--- config.mk ---
export PLATFORM = sky130hd
export DESIGN_NAME = stream_ram_writer
export DESIGN_NICKNAME = d
export VERILOG_FILES = /design/src/hdl/ram_writer_pkg.sv /design/src/hdl/stream_ram_writer.sv /design/src/hdl/block_write_fsm.sv /design/src/hdl/write_address_counter.sv /design/src/hdl/stream_fifo.sv
export SDC_FILE = /design/constraint.sdc
export NUM_CORES = 2
export LEC_CHECK = 0
export BUFFER_PORTS_ARGS = -buffer_cell sky130_fd_sc_hd__buf_4
export CAP_MARGIN = 20
export CORE_ASPECT_RATIO = 1.1
export CORE_MARGIN = 2
export CORE_UTILIZATION = 40
export DETAILED_ROUTE_END_ITERATION = 10
export SLEW_MARGIN = 10
export SYNTH_ARGS = -nofsm -noshare
export SYNTH_HDL_FRONTEND = slang
export SYNTH_HIERARCHICAL = 1
export SYNTH_SLANG_ARGS = --single-unit
--- constraint.sdc ---
create_clock -name aclk -period 4.7 [get_ports aclk]
set_clock_uncertainty 0.05 [all_clocks]
set_input_delay 0.235 -clock aclk [delete_from_list [all_inputs] [get_ports aclk]]
set_output_delay 0.235 -clock aclk [all_outputs]
set_load 0.03 [all_outputs]
--- src/hdl/ram_writer_pkg.sv ---
package ram_writer_pkg;

  // Words per block, one block is moved as 16 single writes
  localparam int BLOCK_BEATS = 16;

  localparam int WB_ADDR_WIDTH   = 32;                    // Byte address on the bus
  localparam int BEAT_WIDTH      = $clog2(BLOCK_BEATS);   // Word index within a block
  localparam int BLOCK_IDX_WIDTH = 12;                    // Up to 4096 blocks in the ring

  // Byte address driven on wb_adr
  typedef logic [WB_ADDR_WIDTH-1:0] wb_addr_t;

  // Position of the current word inside its block
  typedef logic [BEAT_WIDTH-1:0] beat_idx_t;

  // Block index in the circular buffer, also the software status
  typedef logic [BLOCK_IDX_WIDTH-1:0] block_idx_t;

  // Write controller states
  typedef enum logic [1:0]
  {
    ST_IDLE  = 2'd0,  // Waiting for a full block
    ST_WRITE = 2'd1,  // Bus cycle in progress
    ST_GAP   = 2'd2   // One idle cycle between blocks
  } wr_state_t;

endpackage
--- src/hdl/stream_ram_writer.sv ---
`timescale 1ns/1ps

module stream_ram_writer
  import ram_writer_pkg::*;
#(
  parameter int DATA_WIDTH = 32,
  parameter int FIFO_DEPTH = 64   // Power of two, at least one block
)
(
  input  logic                  aclk,
  input  logic                  aresetn,

  // Stream input
  input  logic [DATA_WIDTH-1:0] s_tdata,
  input  logic                  s_tvalid,
  output logic                  s_tready,

  // Configuration and status
  input  wb_addr_t              base_addr,
  input  block_idx_t            last_block,
  output block_idx_t            sts_block,    // Block currently being filled in memory

  // Wishbone classic master
  output logic                  wb_cyc,
  output logic                  wb_stb,
  output logic                  wb_we,
  output wb_addr_t              wb_adr,
  output logic [DATA_WIDTH-1:0] wb_dat_o,
  input  logic                  wb_ack
);

  logic block_ready;
  logic block_last;
  logic pop;

  stream_fifo #(
    .DATA_WIDTH (DATA_WIDTH),
    .FIFO_DEPTH (FIFO_DEPTH)
  ) u_stream_fifo (
    .aclk        (aclk),
    .aresetn     (aresetn),
    .s_tdata     (s_tdata),
    .s_tvalid    (s_tvalid),
    .s_tready    (s_tready),
    .pop         (pop),
    .head_data   (wb_dat_o),   // Head word goes straight onto the bus
    .block_ready (block_ready)
  );

  write_address_counter #(
    .DATA_WIDTH (DATA_WIDTH)
  ) u_write_address_counter (
    .aclk       (aclk),
    .aresetn    (aresetn),
    .pop        (pop),
    .base_addr  (base_addr),
    .last_block (last_block),
    .wb_adr     (wb_adr),
    .block_last (block_last),
    .sts_block  (sts_block)
  );

  block_write_fsm u_block_write_fsm (
    .aclk        (aclk),
    .aresetn     (aresetn),
    .block_ready (block_ready),
    .block_last  (block_last),
    .wb_ack      (wb_ack),
    .wb_cyc      (wb_cyc),
    .wb_stb      (wb_stb),
    .wb_we       (wb_we),
    .pop         (pop)
  );

endmodule

--- src/hdl/block_write_fsm.sv ---
`timescale 1ns/1ps

module block_write_fsm
  import ram_writer_pkg::*;
(
  input  logic aclk,
  input  logic aresetn,

  input  logic block_ready,   // FIFO holds a full block
  input  logic block_last,    // Current beat is 15
  input  logic wb_ack,

  output logic wb_cyc,
  output logic wb_stb,
  output logic wb_we,
  output logic pop            // Accepted write, advances FIFO and counter
);

  wr_state_t state;
  wr_state_t state_next;
  logic      in_write;

  // Next state
  always_comb
  begin
    state_next = state;

    case (state)
      ST_IDLE:
      begin
        if (block_ready)
        begin
          state_next = ST_WRITE;
        end
      end

      ST_WRITE:
      begin
        if (wb_ack && block_last)
        begin
          state_next = ST_GAP;   // 16th write acknowledged
        end
      end

      ST_GAP:
      begin
        state_next = ST_IDLE;
      end

      default:
      begin
        state_next = ST_IDLE;
      end
    endcase
  end

  always_ff @(posedge aclk)
  begin
    if (!aresetn)
    begin
      state <= ST_IDLE;
    end
    else
    begin
      state <= state_next;
    end
  end

  // Bus strobes straight from the state register
  assign in_write = (state == ST_WRITE);
  assign wb_cyc   = in_write;
  assign wb_stb   = in_write;   // Next word is always queued, so no stb gaps
  assign wb_we    = in_write;

  assign pop = wb_stb & wb_ack;

  // Slave may only acknowledge a write that is in progress
  a_ack_in_write: assert property (
    @(posedge aclk) disable iff (!aresetn)
    wb_ack |-> (state == ST_WRITE)
  ) else $error("block_write_fsm: ack outside a write cycle");

endmodule

--- src/hdl/write_address_counter.sv ---
`timescale 1ns/1ps

module write_address_counter
  import ram_writer_pkg::*;
#(
  parameter int DATA_WIDTH = 32
)
(
  input  logic       aclk,
  input  logic       aresetn,

  input  logic       pop,          // One word written to memory
  input  wb_addr_t   base_addr,    // Start of the circular buffer
  input  block_idx_t last_block,   // Highest block index before wrap

  output wb_addr_t   wb_adr,
  output logic       block_last,   // Current word is the last of its block
  output block_idx_t sts_block
);

  // Byte address shift for one word
  localparam int BYTE_SHIFT = $clog2(DATA_WIDTH / 8);

  beat_idx_t  beat_q;
  block_idx_t block_q;
  wb_addr_t   word_offset;

  assign block_last = (beat_q == beat_idx_t'(BLOCK_BEATS - 1));

  // Block times 16 plus beat, as words
  assign word_offset = wb_addr_t'({block_q, beat_q});
  assign wb_adr      = base_addr + (word_offset << BYTE_SHIFT);
  assign sts_block   = block_q;

  always_ff @(posedge aclk)
  begin
    if (!aresetn)
    begin
      beat_q  <= '0;
      block_q <= '0;
    end
    else if (pop)
    begin
      beat_q <= beat_q + beat_idx_t'(1);   // Rolls back to 0 after beat 15

      if (block_last)
      begin
        if (block_q < last_block)
        begin
          block_q <= block_q + block_idx_t'(1);
        end
        else
        begin
          block_q <= '0;   // Wrap to the start of the buffer
        end
      end
    end
  end

endmodule

--- src/hdl/stream_fifo.sv ---
`timescale 1ns/1ps

module stream_fifo
  import ram_writer_pkg::*;
#(
  parameter int DATA_WIDTH = 32,
  parameter int FIFO_DEPTH = 64
)
(
  input  logic                  aclk,
  input  logic                  aresetn,

  input  logic [DATA_WIDTH-1:0] s_tdata,
  input  logic                  s_tvalid,
  output logic                  s_tready,

  input  logic                  pop,          // Word consumed by the bus side
  output logic [DATA_WIDTH-1:0] head_data,    // Oldest word, valid while not empty
  output logic                  block_ready   // At least one full block queued
);

  localparam int PTR_WIDTH = $clog2(FIFO_DEPTH);

  typedef logic [PTR_WIDTH-1:0] ptr_t;
  typedef logic [PTR_WIDTH:0]   count_t;   // One extra bit to hold FIFO_DEPTH

  logic [DATA_WIDTH-1:0] mem [FIFO_DEPTH];

  ptr_t   wr_ptr;
  ptr_t   rd_ptr;
  count_t count;
  logic   full;
  logic   push;

  assign full        = (count == count_t'(FIFO_DEPTH));
  assign s_tready    = ~full;                 // Back-pressure toward the source
  assign push        = s_tvalid & s_tready;
  assign head_data   = mem[rd_ptr];           // Fall-through read of the head
  assign block_ready = (count >= count_t'(BLOCK_BEATS));

  // Storage array
  always_ff @(posedge aclk)
  begin
    if (push)
    begin
      mem[wr_ptr] <= s_tdata;
    end
  end

  // Pointers and occupancy
  always_ff @(posedge aclk)
  begin
    if (!aresetn)
    begin
      wr_ptr <= '0;
      rd_ptr <= '0;
      count  <= '0;
    end
    else
    begin
      if (push)
      begin
        wr_ptr <= wr_ptr + ptr_t'(1);   // Wraps, depth is a power of two
      end

      if (pop)
      begin
        rd_ptr <= rd_ptr + ptr_t'(1);
      end

      case ({push, pop})
        2'b10:
        begin
          count <= count + count_t'(1);
        end
        2'b01:
        begin
          count <= count - count_t'(1);
        end
        default:
        begin
          count <= count;   // Idle or push and pop together
        end
      endcase
    end
  end

  // The bus side may only consume words that are present
  a_no_pop_when_empty: assert property (
    @(posedge aclk) disable iff (!aresetn)
    pop |-> (count != '0)
  ) else $error("stream_fifo: pop while empty");

endmodule

==> impl_results.md <==
- Critical R2R Launch: u_stream_fifo/count[0]$_SDFFE_PN0P_
- Die X: 434 um
- Buf+Inv Stages, Crit Path: 3
- Power after layout: 0.0370 W
- Class of the most critical hold timing path: in2reg
- Leakage power: 28.5 nW
- Total half-perimeter wirelength after legalization and detailed placement: 127 mm
- CP Cell Sequence: buf_12 > buf_12 > mux4_2 > o22ai_1 > nor2_1 > a21oi_1 > nor2_1 > buf_4
- Internal power: 0.0294 W
- Number of enable-type register cells in the synthesized netlist: 2048
- Flop pwr share: 0.555
- Synth cell types: 78
- First-pass detailed-route iteration total: 5
- Number of setup buffers added after CTS: 0
- Post-synthesis average cell area: 21.2 sq um
- Total of endpoints with negative setup slack in the final report: 0
- Main area contributors after synthesis: sky130_fd_sc_hd__edfxtp_1 (75%), sky130_fd_sc_hd__mux4_2 (13%), sky130_fd_sc_hd__dfxtp_1 (1.1%), sky130_fd_sc_hd__mux2i_1 (1.1%), sky130_fd_sc_hd__o22ai_1 (0.63%)
- Power per unit of standard cell area: 394 mW/mm^2
- # nets final: 4326
- Inserted Clock Buffers: 206
- Pin count of the biggest net entering global routing: 81
- Crit path kind: reg2out
- Run status: complete, no violations
- Endpoint of the most critical setup path: wb_dat_o[7]
- Combinational cell fraction of total power: 0.021
- Transition time at the pin with the least slew margin: 1.06 ns
- Total of hold buffers inserted after clock tree synthesis: 36
- Endpoint type of the worst setup path: output port
- Port Buf Inserts: 155
- 1st-iter DRT viols: 4190
- Fraction of layout instances using a drive strength above 1: 0.274
- Cell taking the most area after synthesis: sky130_fd_sc_hd__edfxtp_1
- Fillers: 16700
- Post-Synthesis Cell Area: 0.0815 sq mm
- Maximum single-stage delay on the critical path: 0.95 ns
- Hold violation count in the final report: 0
- Post-Syn Instances: 3849
- Max-slew violation count: 0
- Area of the core region: 0.202 sq mm
- Global-route wire length before repair: 309 mm
- Starting density of the core: 0.403
- Avg Vias per Cell: 5.83
- Arrival time of data at the critical path endpoint: 4.18 ns
- Power dissipated by switching net loads: 0.00756 W
- Min Tclk post-route: 4.47 ns
- Critical path launch point type: flop
- Highest attainable clock frequency: 224 MHz
- Routed len/inst: 30.7 um
- Routed via count: 41300
- Overall Global Routing Usage: 0.209
- Worst path required time: 4.41 ns
- Final weighted congestion of routability-driven global placement: 0.790
- Clock group share of total power: 0.424
- Worst IR Drop VDD: 360 uV
- Synthesized Nets: 3964
- Total number of H-tree levels: 4
- Leading cell type by number of instances after synthesis: sky130_fd_sc_hd__edfxtp_1
- Layout overhead on the synthesized area: 15.1%
- Part of the cycle the worst path needs: 0.950
- Clock sink count: 2091
- Fraction of synthesis flops using an asynchronous set or reset pin: 0
- TritonCTS clock tree: built
- Multi-input combinational cell area: 0.0184 sq mm
- Post-detailed-route count of antenna-violating nets: 0
- Clock edge transition at the registers on the reported setup and hold paths: 0.06 ns
- Number of top-level pins: 160
- Max Cap Violations: 0
- CP Depth: 8
- Number of antenna violations at the first check in global routing: 9
- Number of global-route vias before repair: 41900
- FP Rows: 173
- Sequential element share of the synthesized area: 0.765
- Slowest-stage cell, CP: sky130_fd_sc_hd__dfxtp_4
- Total Die Area: 0.207 sq mm
- Post-synth top area share: 0.754
- Flip-flop cell with the highest count after synthesis: sky130_fd_sc_hd__edfxtp_1
- Buffer type at the clock tree root: sky130_fd_sc_hd__clkbuf_16
- Final wirelength: 217 mm
- Hold path start: last_block[8]
- Number of cells traversed by the worst register-to-register path: 10
- Most used standard cells in the synthesized netlist: sky130_fd_sc_hd__edfxtp_1 (2048), sky130_fd_sc_hd__mux4_2 (484), sky130_fd_sc_hd__nor2_1 (126)
- Worst R2R Setup Slack: 1.17 ns
- Clock Latency Late Sink: 0.83 ns
- Total congestion overflow after global routing: 0
- Kind of cell adding the most delay to the critical path: flip-flops
- Sequential cell area: 0.0624 sq mm
- DRC violation count after routing: 0
- Worst Path Max Fanout: 42
- Max Buffers Root-to-Sink: 3
- Switching portion of total power: 0.204
- Yosys warning total: 6
- Flip-flop and latch count after synthesis: 2091
- Final sum of negative setup slack: 0 ns
- Remaining max-slew budget at the tightest pin: 0.294
- Destination of the worst register-to-register timing path: u_stream_fifo/count[4]$_SDFFE_PN0P_
- Unrepaired setup endpoints after global routing: no
- Die Ht: 478 um
- Post-CTS resize count: 0
worst min-delay path by stage:
stage,endpoint,slack [ns],cells after the start
CTS,u_write_address_counter/sts_block[7]$_SDFFE_PN0P_,0.007,7
floorplan,u_stream_fifo/mem[0][0]$_DFFE_PP_,0.28,0
detailed placement,wb_adr[1],0.42,0
global placement,u_stream_fifo/count[6]$_SDFFE_PN0P_,0.41,2
global route,u_write_address_counter/sts_block[10]$_SDFFE_PN0P_,0.08,7
finish,u_write_address_counter/sts_block[7]$_SDFFE_PN0P_,0.07,7
registers in the layout (all words and copies together) (netlist names), named ones only:
name / count
u_stream_fifo/mem: 2048
u_write_address_counter/sts_block: 12
u_stream_fifo/count: 7
u_stream_fifo/rd_ptr: 6
u_stream_fifo/wr_ptr: 6
u_write_address_counter/beat_q: 4
u_block_write_fsm/state: 2
worst reg2reg max path: stages (launching register included):
cell                      delay [ns]
sky130_fd_sc_hd__dfxtp_1        0.36
sky130_fd_sc_hd__or4_1          0.68
sky130_fd_sc_hd__o21ai_4        0.30
sky130_fd_sc_hd__ha_1           0.39
sky130_fd_sc_hd__xor2_1         0.21
sky130_fd_sc_hd__ha_1           0.24
sky130_fd_sc_hd__or3_1          0.13
sky130_fd_sc_hd__a21oi_1        0.09
sky130_fd_sc_hd__or4b_2         0.62
sky130_fd_sc_hd__a21oi_1        0.19
sky130_fd_sc_hd__mux2i_1        0.19
per-layer routing:
metal,track usage,up-vias,wire [um]
met5,0,-,26
met1,0.284,22500,87400
met2,0.351,1630,110000
li1,-,16900,-
met3,0.0328,295,15200
met4,0.0547,4,5280
cell type report:
type / instances / share of cell area
sequential: 2091 / 0.665
multi-input combinational: 1524 / 0.196
clock buffer: 261 / 0.0574
tap: 2712 / 0.0362
timing repair buffer: 369 / 0.0344
clock inverter: 114 / 0.0106
inverter: 19 / 0.000760
antenna: 4 / 0.000107
kinds of logic after synthesis:
group	Yosys count	synth area share
simple gates	516	0.0321
xor+xnor	51	0.00548
fa+ha+maj	35	0.00546
mux	582	0.146
compound gates	340	0.0295
buf+inv	234	0.0161
flops	2091	0.765
cells in the final DEF, fill, tap and decap left out, types with 59 or more instances in the layout:
master                      instances
sky130_fd_sc_hd__edfxtp_1        2048
sky130_fd_sc_hd__nor2_4            65
sky130_fd_sc_hd__nand4_1           59
sky130_fd_sc_hd__buf_4            304
sky130_fd_sc_hd__nor2_1            61
sky130_fd_sc_hd__o22ai_1           82
sky130_fd_sc_hd__nand3_1           80
sky130_fd_sc_hd__mux4_2           484
sky130_fd_sc_hd__clkbuf_16        207
sky130_fd_sc_hd__mux2i_1           86
sky130_fd_sc_hd__nand2_1          100
power by group through the flow:
stage | sequential [W] | combinational (W) | clock [W]
2_1_floorplan | 0.0209 | 0.000263 | 0
3_3_place_gp | 0.0209 | 0.000756 | 0
3_5_place_dp | 0.0209 | 0.000774 | 0
4_1_cts | 0.0205 | 0.000802 | 0.0160
5_1_grt | 0.0205 | 0.000848 | 0.0167
6_report | 0.0205 | 0.000785 | 0.0157
through the flow:
stage | worst slack [ns] | area (sq um) | utilization | hold WS (ns) | instances
after global placement | 0.999 | 87100 | 0.430 | 0.413 | 6678
after global routing | 0.0615 | 93800 | 0.464 | 0.0760 | 7091
after detailed placement | 1.01 | 87100 | 0.430 | 0.420 | 6678
after floorplan | 1.35 | 81500 | - | 0.284 | 3849
final | 0.234 | 93800 | 0.464 | 0.0718 | 7094
after CTS | 0.133 | 93800 | 0.463 | 0.00691 | 7089
(Power assumes the default switching activity.)
